## src/logic/ahb_mtx_settings.svh

```systemverilog
/*
  Global sizes for the AHB matrix output stage.
  MTX_NUM_PORTS only sizes the port code and the arbiter loop. The muxes
  are written for exactly three ports, so changing it breaks the design.
*/
`ifndef AHB_MTX_SETTINGS_SVH
`define AHB_MTX_SETTINGS_SVH

// ----------------------------------------
// Bus widths
// ----------------------------------------
`define AHB_ADDR_W 32                     // HADDR width
`define AHB_DATA_W 32                     // HWDATA width

// ----------------------------------------
// Matrix shape
// ----------------------------------------
`define MTX_NUM_PORTS 3                   // Input ports into this stage

`endif

```

## src/logic/ahb_pkg.sv

```systemverilog
/*
  AHB field types shared by the output stage.
  The user sideband buses (HAUSER, HWUSER) are not carried.
  addr_ctrl_t is the full address-phase payload of one port.
*/
`include "ahb_mtx_settings.svh"

package ahb_pkg;

  // ----------------------------------------
  // Transfer fields
  // ----------------------------------------
  typedef enum logic [1:0]
  {
    IDLE   = 2'b00,                       // No transfer
    BUSY   = 2'b01,                       // Burst pause, keeps ownership
    NONSEQ = 2'b10,                       // First or single beat
    SEQ    = 2'b11                        // Following burst beat
  } htrans_t;

  typedef logic [2:0] hsize_t;            // Bytes = 2**size
  typedef logic [2:0] hburst_t;           // Burst type, not counted here

  // ----------------------------------------
  // Payloads
  // ----------------------------------------
  typedef logic [`AHB_DATA_W-1:0] wdata_t;   // Data-phase payload

  typedef struct packed
  {
    logic                   sel;          // Port HSEL for this slave
    logic [`AHB_ADDR_W-1:0] addr;         // HADDR
    htrans_t                trans;        // HTRANS
    logic                   write;        // HWRITE
    hsize_t                 size;         // HSIZE
    hburst_t                burst;        // HBURST
    logic [3:0]             prot;         // HPROT
    logic [3:0]             master;       // HMASTER
    logic                   mastlock;     // HMASTLOCK
  } addr_ctrl_t;

endpackage

```

## src/logic/mtx_pkg.sv

```systemverilog
/*
  Port numbering for the matrix output stage.
  Code 0 is never a valid port and decodes to X in the muxes.
*/
`include "ahb_mtx_settings.svh"

package mtx_pkg;

  // Room for ports 1..N plus the invalid code 0
  localparam int unsigned PORT_ID_W = $clog2(`MTX_NUM_PORTS + 1);

  typedef logic [PORT_ID_W-1:0] port_id_t;

  // ----------------------------------------
  // Port codes
  // ----------------------------------------
  localparam port_id_t PORT_1 = port_id_t'(1);   // Input port 1
  localparam port_id_t PORT_2 = port_id_t'(2);   // Input port 2
  localparam port_id_t PORT_3 = port_id_t'(3);   // Input port 3

  // Reset value of the last grant, so the rotation starts at port 1
  localparam port_id_t PORT_FIRST = PORT_3;

endpackage

```

## src/logic/ahb_data_phase.sv

```systemverilog
/*
  Data-phase tracking for the shared slave.
  All registers advance only when o_hreadymux is high.
  o_hreadymux is combinational from i_hreadyout.
  HWDATA is zero until a port has owned an address phase.
*/
`timescale 1ns/100ps

module ahb_data_phase
(
  input  logic              HCLK,            // AHB clock
  input  logic              HRESETn,         // Sync reset, active low
  input  mtx_pkg::port_id_t i_addr_in_port,  // Address-phase owner
  input  logic              i_no_port,       // No address-phase owner
  input  logic              i_hsel,          // Routed sel
  input  logic              i_hreadyout,     // Slave HREADYOUT
  input  ahb_pkg::wdata_t   i_wdata1,        // Port 1 write data
  input  ahb_pkg::wdata_t   i_wdata2,        // Port 2 write data
  input  ahb_pkg::wdata_t   i_wdata3,        // Port 3 write data
  output ahb_pkg::wdata_t   o_hwdata,        // Routed write data
  output logic              o_hreadymux      // HREADYMUXM
);

  mtx_pkg::port_id_t data_port_q;   // Owner of the data phase
  logic              data_valid_q;  // Data phase has an owner
  logic              slave_sel_q;   // Slave selected in last accepted phase

  // ----------------------------------------
  // Data-phase registers
  // ----------------------------------------
  always_ff @(posedge HCLK)
  begin
    if (!HRESETn)
    begin
      data_port_q  <= '0;
      data_valid_q <= 1'b0;
      slave_sel_q  <= 1'b0;
    end
    else if (o_hreadymux)                   // Hold through wait states
    begin
      data_port_q  <= i_addr_in_port;
      data_valid_q <= !i_no_port;
      slave_sel_q  <= i_hsel;
    end
  end

  // Slave's ready only counts when it owns the data phase
  assign o_hreadymux = slave_sel_q ? i_hreadyout : 1'b1;

  ahb_port_mux #(.payload_t(ahb_pkg::wdata_t)) u_wdata_mux
  (
    .i_port  (data_port_q),
    .i_valid (data_valid_q),
    .i_pl1   (i_wdata1),
    .i_pl2   (i_wdata2),
    .i_pl3   (i_wdata3),
    .o_pl    (o_hwdata)
  );

endmodule

```

## src/logic/ahb_mtx_output_stage.sv

```systemverilog
/*
  AHB bus matrix output stage: three input ports onto one slave.
  Address outputs are combinational from the registered grant.
  HWDATA follows the previous accepted address phase.
  No user sideband and no fixed-length burst counting.
*/
`timescale 1ns/100ps
`include "ahb_mtx_settings.svh"

module ahb_mtx_output_stage
(
  input  logic                   HCLK,             // AHB clock
  input  logic                   HRESETn,          // Sync reset, active low

  // ----------------------------------------
  // Input ports
  // ----------------------------------------
  input  logic                   i_sel_op1,
  input  logic [`AHB_ADDR_W-1:0] i_addr_op1,
  input  ahb_pkg::htrans_t       i_trans_op1,
  input  logic                   i_write_op1,
  input  ahb_pkg::hsize_t        i_size_op1,
  input  ahb_pkg::hburst_t       i_burst_op1,
  input  logic [3:0]             i_prot_op1,
  input  logic [3:0]             i_master_op1,
  input  logic                   i_mastlock_op1,
  input  ahb_pkg::wdata_t        i_wdata_op1,
  input  logic                   i_held_tran_op1,  // Port 1 has a transfer waiting

  input  logic                   i_sel_op2,
  input  logic [`AHB_ADDR_W-1:0] i_addr_op2,
  input  ahb_pkg::htrans_t       i_trans_op2,
  input  logic                   i_write_op2,
  input  ahb_pkg::hsize_t        i_size_op2,
  input  ahb_pkg::hburst_t       i_burst_op2,
  input  logic [3:0]             i_prot_op2,
  input  logic [3:0]             i_master_op2,
  input  logic                   i_mastlock_op2,
  input  ahb_pkg::wdata_t        i_wdata_op2,
  input  logic                   i_held_tran_op2,  // Port 2 has a transfer waiting

  input  logic                   i_sel_op3,
  input  logic [`AHB_ADDR_W-1:0] i_addr_op3,
  input  ahb_pkg::htrans_t       i_trans_op3,
  input  logic                   i_write_op3,
  input  ahb_pkg::hsize_t        i_size_op3,
  input  ahb_pkg::hburst_t       i_burst_op3,
  input  logic [3:0]             i_prot_op3,
  input  logic [3:0]             i_master_op3,
  input  logic                   i_mastlock_op3,
  input  ahb_pkg::wdata_t        i_wdata_op3,
  input  logic                   i_held_tran_op3,  // Port 3 has a transfer waiting

  input  logic                   i_hreadyoutm,     // Slave HREADYOUT

  output logic                   o_active_op1,     // Port 1 owns address phase
  output logic                   o_active_op2,
  output logic                   o_active_op3,

  // ----------------------------------------
  // Slave side
  // ----------------------------------------
  output logic                   o_hselm,
  output logic [`AHB_ADDR_W-1:0] o_haddrm,
  output ahb_pkg::htrans_t       o_htransm,
  output logic                   o_hwritem,
  output ahb_pkg::hsize_t        o_hsizem,
  output ahb_pkg::hburst_t       o_hburstm,
  output logic [3:0]             o_hprotm,
  output logic [3:0]             o_hmasterm,
  output logic                   o_hmastlockm,
  output logic                   o_hreadymuxm,     // Ready back to the ports
  output ahb_pkg::wdata_t        o_hwdatam
);

  ahb_pkg::addr_ctrl_t pl_op1;         // Port 1 address payload
  ahb_pkg::addr_ctrl_t pl_op2;         // Port 2 address payload
  ahb_pkg::addr_ctrl_t pl_op3;         // Port 3 address payload
  ahb_pkg::addr_ctrl_t pl_sel;         // Routed address payload
  mtx_pkg::port_id_t   addr_in_port;   // Address-phase owner
  logic                no_port;        // No owner
  logic                hreadymux;      // Internal HREADYMUXM
  logic                req_port1;
  logic                req_port2;
  logic                req_port3;

  // Request only with a pending transfer aimed at this slave
  assign req_port1 = i_held_tran_op1 & i_sel_op1;
  assign req_port2 = i_held_tran_op2 & i_sel_op2;
  assign req_port3 = i_held_tran_op3 & i_sel_op3;

  // Pack each port's address phase
  assign pl_op1 = '{sel: i_sel_op1, addr: i_addr_op1, trans: i_trans_op1,
                    write: i_write_op1, size: i_size_op1, burst: i_burst_op1,
                    prot: i_prot_op1, master: i_master_op1,
                    mastlock: i_mastlock_op1};
  assign pl_op2 = '{sel: i_sel_op2, addr: i_addr_op2, trans: i_trans_op2,
                    write: i_write_op2, size: i_size_op2, burst: i_burst_op2,
                    prot: i_prot_op2, master: i_master_op2,
                    mastlock: i_mastlock_op2};
  assign pl_op3 = '{sel: i_sel_op3, addr: i_addr_op3, trans: i_trans_op3,
                    write: i_write_op3, size: i_size_op3, burst: i_burst_op3,
                    prot: i_prot_op3, master: i_master_op3,
                    mastlock: i_mastlock_op3};

  // ----------------------------------------
  // Arbitration and address routing
  // ----------------------------------------
  ahb_out_arbiter u_arb
  (
    .HCLK           (HCLK),
    .HRESETn        (HRESETn),
    .i_req_port1    (req_port1),
    .i_req_port2    (req_port2),
    .i_req_port3    (req_port3),
    .i_hready       (hreadymux),
    .i_hsel         (pl_sel.sel),
    .i_htrans       (pl_sel.trans),
    .i_hmastlock    (pl_sel.mastlock),
    .o_addr_in_port (addr_in_port),
    .o_no_port      (no_port)
  );

  ahb_port_mux #(.payload_t(ahb_pkg::addr_ctrl_t)) u_addr_mux
  (
    .i_port  (addr_in_port),
    .i_valid (!no_port),             // All zero with no owner
    .i_pl1   (pl_op1),
    .i_pl2   (pl_op2),
    .i_pl3   (pl_op3),
    .o_pl    (pl_sel)
  );

  ahb_data_phase u_data
  (
    .HCLK           (HCLK),
    .HRESETn        (HRESETn),
    .i_addr_in_port (addr_in_port),
    .i_no_port      (no_port),
    .i_hsel         (pl_sel.sel),
    .i_hreadyout    (i_hreadyoutm),
    .i_wdata1       (i_wdata_op1),
    .i_wdata2       (i_wdata_op2),
    .i_wdata3       (i_wdata_op3),
    .o_hwdata       (o_hwdatam),
    .o_hreadymux    (hreadymux)
  );

  // Active decode, one-hot when owned
  always_comb
  begin
    o_active_op1 = 1'b0;
    o_active_op2 = 1'b0;
    o_active_op3 = 1'b0;
    if (!no_port)
    begin
      case (addr_in_port)
        mtx_pkg::PORT_1 : o_active_op1 = 1'b1;
        mtx_pkg::PORT_2 : o_active_op2 = 1'b1;
        mtx_pkg::PORT_3 : o_active_op3 = 1'b1;
        default :
        begin
          o_active_op1 = 1'bx;       // Bad grant code
          o_active_op2 = 1'bx;
          o_active_op3 = 1'bx;
        end
      endcase
    end
  end

  // Unpack onto the slave
  assign o_hselm      = pl_sel.sel;
  assign o_haddrm     = pl_sel.addr;
  assign o_htransm    = pl_sel.trans;
  assign o_hwritem    = pl_sel.write;
  assign o_hsizem     = pl_sel.size;
  assign o_hburstm    = pl_sel.burst;
  assign o_hprotm     = pl_sel.prot;
  assign o_hmasterm   = pl_sel.master;
  assign o_hmastlockm = pl_sel.mastlock;
  assign o_hreadymuxm = hreadymux;

endmodule

```

## src/logic/ahb_out_arbiter.sv

```systemverilog
/*
  Round-robin arbiter for one shared AHB slave.
  Grant and no_port are registered and move only when i_hready is high.
  A burst keeps the grant only while the owner shows SEQ or BUSY; there
  is no beat counter. A locked owner keeps it until HMASTLOCK falls.
*/
`timescale 1ns/100ps
`include "ahb_mtx_settings.svh"

module ahb_out_arbiter
(
  input  logic              HCLK,            // AHB clock
  input  logic              HRESETn,         // Sync reset, active low
  input  logic              i_req_port1,     // Port 1 wants the slave
  input  logic              i_req_port2,     // Port 2 wants the slave
  input  logic              i_req_port3,     // Port 3 wants the slave
  input  logic              i_hready,        // HREADYMUXM
  input  logic              i_hsel,          // Routed sel of the owner
  input  ahb_pkg::htrans_t  i_htrans,        // Routed trans of the owner
  input  logic              i_hmastlock,     // Routed mastlock of the owner
  output mtx_pkg::port_id_t o_addr_in_port,  // Address-phase owner
  output logic              o_no_port        // Nobody owns the slave
);

  // ----------------------------------------
  // State
  // ----------------------------------------
  mtx_pkg::port_id_t grant_q;       // Owner, also the last grant for rotation
  logic              no_port_q;     // No owner this address phase
  logic              hsel_lock;     // Locked sequence already started here
  logic              hsel_lock_nxt; // Next hsel_lock
  logic              lock_arb;      // Mastlock as seen by the arbiter
  logic              hold;          // Keep the current owner
  logic [3:0]        req_vec;       // Requests indexed by port code
  mtx_pkg::port_id_t cand;          // Port being tried in the rotation
  mtx_pkg::port_id_t pick_port;     // Rotation result
  logic              pick_none;     // No request seen

  // Next code in the order 1, 2, 3, 1
  function automatic mtx_pkg::port_id_t next_id(input mtx_pkg::port_id_t p);
    if (p == mtx_pkg::PORT_3)
      return mtx_pkg::PORT_1;
    else
      return mtx_pkg::port_id_t'(p + 1'b1);
  endfunction

  assign req_vec = {i_req_port3, i_req_port2, i_req_port1, 1'b0}; // Code 0 never asks

  // ----------------------------------------
  // Lock tracking
  // ----------------------------------------
  // A master may address another slave inside a locked sequence, so sel
  // drops while mastlock stays high. The held flag keeps the lock alive.
  assign hsel_lock_nxt = (i_hsel & i_htrans[1] & i_hmastlock) ? 1'b1 :  // Locked active beat
                         (!i_hmastlock)                        ? 1'b0 :  // Sequence over
                         hsel_lock;

  assign lock_arb = i_hmastlock & (i_hsel | hsel_lock);  // Mastlock only if ours

  // Owner keeps the slave through locks and burst continuation
  assign hold = !no_port_q &
                (lock_arb || (i_htrans == ahb_pkg::SEQ) || (i_htrans == ahb_pkg::BUSY));

  // ----------------------------------------
  // Rotation
  // ----------------------------------------
  always_comb
  begin
    pick_port = grant_q;            // Keep last grant when idle
    pick_none = 1'b1;
    cand      = next_id(grant_q);   // Start just after the last owner
    for (int i = 0; i < `MTX_NUM_PORTS; i++)
    begin
      if (pick_none && req_vec[cand])
      begin
        pick_port = cand;
        pick_none = 1'b0;
      end
      cand = next_id(cand);
    end
  end

  // ----------------------------------------
  // Registers
  // ----------------------------------------
  always_ff @(posedge HCLK)
  begin
    if (!HRESETn)
    begin
      grant_q   <= mtx_pkg::PORT_FIRST;     // Port 1 wins first
      no_port_q <= 1'b1;
      hsel_lock <= 1'b0;
    end
    else if (i_hready)                      // Frozen under wait states
    begin
      hsel_lock <= hsel_lock_nxt;
      if (!hold)
      begin
        grant_q   <= pick_port;
        no_port_q <= pick_none;
      end
    end
  end

  assign o_addr_in_port = grant_q;
  assign o_no_port      = no_port_q;

endmodule

```

## src/logic/ahb_port_mux.sv

```systemverilog
/*
  Three-way payload select by port code.
  Outputs zero when i_valid is low. Code 0 drives X so a bad
  decode shows up in simulation.
*/
`timescale 1ns/100ps

module ahb_port_mux
#(
  parameter type payload_t = logic        // Struct or word being routed
)
(
  input  mtx_pkg::port_id_t i_port,       // Selected port code
  input  logic              i_valid,      // Select is meaningful
  input  payload_t          i_pl1,        // Port 1 payload
  input  payload_t          i_pl2,        // Port 2 payload
  input  payload_t          i_pl3,        // Port 3 payload
  output payload_t          o_pl          // Routed payload
);

  always_comb
  begin
    if (!i_valid)
      o_pl = '0;                          // Quiet bus with no owner
    else
    begin
      case (i_port)
        mtx_pkg::PORT_1 : o_pl = i_pl1;
        mtx_pkg::PORT_2 : o_pl = i_pl2;
        mtx_pkg::PORT_3 : o_pl = i_pl3;
        default         : o_pl = 'x;      // Code 0 never selected
      endcase
    end
  end

endmodule

```

## config.mk

```make
export PLATFORM = sky130hd
export DESIGN_NAME = ahb_mtx_output_stage
export DESIGN_NICKNAME = d
export VERILOG_FILES = /design/src/logic/ahb_pkg.sv /design/src/logic/mtx_pkg.sv /design/src/logic/ahb_data_phase.sv /design/src/logic/ahb_mtx_output_stage.sv /design/src/logic/ahb_out_arbiter.sv /design/src/logic/ahb_port_mux.sv
export VERILOG_INCLUDE_DIRS = /design/src /design/src/logic
export SDC_FILE = /design/constraint.sdc
export NUM_CORES = 1
export LEC_CHECK = 0
export ABC_AREA = 1
export BUFFER_PORTS_ARGS = -buffer_cell sky130_fd_sc_hd__buf_4
export CELL_PAD_IN_SITES_DETAIL_PLACEMENT = 1
export CELL_PAD_IN_SITES_GLOBAL_PLACEMENT = 1
export CORE_ASPECT_RATIO = 0.75
export CORE_UTILIZATION = 21
export CTS_CLUSTER_SIZE = 25
export DETAILED_ROUTE_END_ITERATION = 12
export PLACE_DENSITY = 0.83
export SYNTH_ARGS = -nofsm -noshare
export SYNTH_HDL_FRONTEND = slang
export SYNTH_HIERARCHICAL = 1
export SYNTH_SLANG_ARGS = --single-unit
```

## constraint.sdc

```tcl
create_clock -name HCLK -period 2.2 [get_ports HCLK]
set_clock_uncertainty 0.15 [all_clocks]
set_input_delay 0.11 -clock HCLK [delete_from_list [all_inputs] [get_ports HCLK]]
set_output_delay 0.11 -clock HCLK [all_outputs]
set_load 0.05 [all_outputs]
```

==> impl_metrics.toml <==
[sta]
finalCritPeriodShare_pct = 92.3
timing_hold_violations_final = 0
tightest_pin_transition_ns = 0.480
setup_violations = 0
min_period_ns = 2.03
max_clk_rate_ghz = 0.492
rsz_0062_raised_after_global_routing = "no"
maxSlewViolCount = 0
worst_slew_margin_rel_pct = 68.0
fin_hold_ws_ns = 0.0595
fin_setup_tns_ns = 0

[setup_path]
crit_path_top_delay_cell = "sky130_fd_sc_hd__dfxtp_4"
crit_fanout = 37
worst_r2r_startpoint = "u_arb/o_addr_in_port[0]"
crit_arrival_ns = 1.77
worst_r2r_path_depth = 11
crit_path_max_incr_delay_ns = 0.51
worst_ep_required_time_ns = 1.94
timing.reg2reg.setup_slack_ns = 0.21
critPathLaunchType = "register"
worstSetupPathType = "register to output pin"
regToRegEndpoint = "u_arb/o_addr_in_port[0]"
cp-end-kind = "output pin"
worstPathCellList = "buf_4, nand3_1, nand3_1, nand2_1, inv_1, buf_4"

[floorplanning]
row_count = 40
starting_density_of_the_core_pct = 21.4
fp.dieH_um = 113
die_area_sq_um = 16900
die-width_um = 150
num_io_pins = 342
core_area_sq_um = 16000

[synth]
synth_seq_cells = 8
synth.area.top_cells = "sky130_fd_sc_hd__nand3_1, sky130_fd_sc_hd__nand2_1, sky130_fd_sc_hd__nand3_2"
mappedNetlistArea_sq_um = 3430
area_fraction_of_the_dominant_cell_type_after_synthesis_pct = 32.6
synth_common_cells = "sky130_fd_sc_hd__nand3_1, sky130_fd_sc_hd__nand2_1, sky130_fd_sc_hd__inv_1, sky130_fd_sc_hd__nand3_2, sky130_fd_sc_hd__nor2_1"
synthArstFlopShare_pct = 0
post-synth-top-count-cell = "sky130_fd_sc_hd__nand3_1"
yosysTopAreaCell = "sky130_fd_sc_hd__nand3_1"
synth_flop_cell = "sky130_fd_sc_hd__dfxtp_1"
synthesis.instances = 666
syn_nets = 924
ys_warn_count = 6
post_synth.cell_area_avg_sq_um = 5.16
synth_seq_area_share_pct = 4.66
synth-edff-count = 0
synthDistinctLibCells = 24

[final_layout]
post_route_cells_drive_above_1_share_pct = 42.8
total_inserted_antenna_cells = 0
fin_cells = 1185
design_area_sq_um = 6100
finalNetCount = 1234
synthToLayoutAreaGrowth_pct = 77.5

[clock_network]
cts_made_buffers = 3
cts_root_buffer = "sky130_fd_sc_hd__clkbuf_16"
h_tree_levels = 1
cts_tree = "built"
ctsLongestPathBuffers = 2
cts_resized = 0
cts_sinks = 8
cts.reportedPaths.clkPinSlew_ns = 0.04
clkLatencyLatePin_ns = 0.23

[routing]
avgRoutedWirePerCell_um = 15.3
drt-total-wl_mm = 18.1
antenna_violating_nets_post_route = 0
route.vias.total = 5417
drt-initial-drc-count = 253
remaining_drc_errors = 1
drtPass1Iterations = 8
routed_via_density = 4.57

[hold_path]
holdPathEnd = "u_data/data_valid_q"
worstHoldPathType = "input pin to register"
min_delay_path_depth = 4
hp-start = "i_hreadyoutm"

[grt]
grt_pass1_wl_mm = 27.6
grt.overflow.total = 0
pin_count_of_the_biggest_net_entering_global_routing = 66
track_usage_pct = 20.4
first_global_vias = 5133
grt_antenna_before_repair = 0

[power]
ir_drop_uv = 423
power.leakage_nw = 3.85
power_density_nw_per_um2 = 1000
fin_total_pwr_w = 0.00612

[placement]
postPlaceCellArea_sq_um = 6010
place_inst = 1180
place.port_buffers = 341
gp_congestion = 0.881
hpwlAfterDp_mm = 14.6

[status]
run_status = "finished, violations left"
failed_checks = "DRC"

[run]
max_cap_violations = 0
state kept, by name (all words and copies together) (netlist names):
register              flops
u_arb/o_addr_in_port      2
u_data/data_port_q        2
u_arb/hsel_lock           1
u_arb/o_no_port           1
u_data/data_valid_q       1
u_data/slave_sel_q        1
how the worst max path moves through the flow:
stage,start,endpoint,slack (ns)
final,u_arb/o_addr_in_port[1],o_htransm[1],0.17
after global placement,u_arb/o_addr_in_port[0],u_arb/o_addr_in_port[0],0.27
after CTS,u_arb/o_addr_in_port[1],o_htransm[1],0.15
after detailed placement,u_arb/o_addr_in_port[0],u_arb/o_addr_in_port[0],0.19
after floorplan,u_arb/o_addr_in_port[1],u_arb/o_addr_in_port[0],0.01
after global routing,u_arb/o_addr_in_port[1],o_htransm[1],0.01
report_power, final:
part	internal [W]	leakage, nW	switching [W]
clock network	0.000242	0.0382	0.0000775
registers	0.000196	0.0663	0.0000870
logic	0.00175	3.74	0.00377
critical path: cells and delay by family, from the launching register on:
kind / cells / cell delay, ns
buffers and inverters: 3 / 0.74
DFF: 1 / 0.51
and+or+nand+nor: 3 / 0.27
routing by layer:
metal / vias up / GRT usage, % / share of wire [%]
met5: - / 0 / 0
met4: 0 / 5.12 / 2.0
met3: 22 / 3.47 / 7.0
met2: 168 / 35.6 / 49
met1: 2500 / 25.8 / 42
li1: 2727 / - / -
through the flow:
stage / utilization (%) / setup slack, ns
after detailed placement: 37.5 / 0.189
after floorplan: - / 0.0118
after global placement: 37.5 / 0.269
after CTS: 38.1 / 0.147
final: 38.1 / 0.169
after global routing: 38.1 / 0.0104
layout by cell type, fill, tap and decap left out, types with 2 or more instances in the layout:
cell / synthesis / routed
sky130_fd_sc_hd__a21oi_1: 4 / 4
sky130_fd_sc_hd__buf_12: 0 / 2
sky130_fd_sc_hd__buf_4: 12 / 355
sky130_fd_sc_hd__clkbuf_16: 0 / 3
sky130_fd_sc_hd__dfxtp_1: 8 / 5
sky130_fd_sc_hd__dfxtp_2: 0 / 2
sky130_fd_sc_hd__ha_1: 3 / 3
sky130_fd_sc_hd__inv_1: 105 / 105
sky130_fd_sc_hd__inv_2: 8 / 8
sky130_fd_sc_hd__nand2_1: 195 / 195
sky130_fd_sc_hd__nand2_2: 2 / 2
sky130_fd_sc_hd__nand3_1: 224 / 224
sky130_fd_sc_hd__nand3_2: 40 / 40
sky130_fd_sc_hd__nor2_1: 16 / 16
sky130_fd_sc_hd__o21ai_0: 2 / 2
final cells by class:
cell class                      count  area [sq um]
Clock buffer                        4          78.8
Fill cell                        2197          9920
Inverter                          114           430
Timing Repair Buffer              358          2720
Multi-Input combinational cell    491          2440
Sequential cell                     8           166
Tap cell                          210           263
timing repair:
action	in CTS	in global routing
hold buffers	1	0
hold endpoints to repair	1	0
buffers inserted	0	0
cell families after synthesis:
family | count (synthesis) | share of synthesized area (%)
adder cells (fa/ha/maj) | 3 | 1.09
buffers and inverters | 167 | 24.2
AO/OA/AOI/OAI | 9 | 1.82
flip-flops | 8 | 4.66
AND/OR/NAND/NOR | 479 | 68.2
No activity file was read; power rests on OpenSTA's default activity.
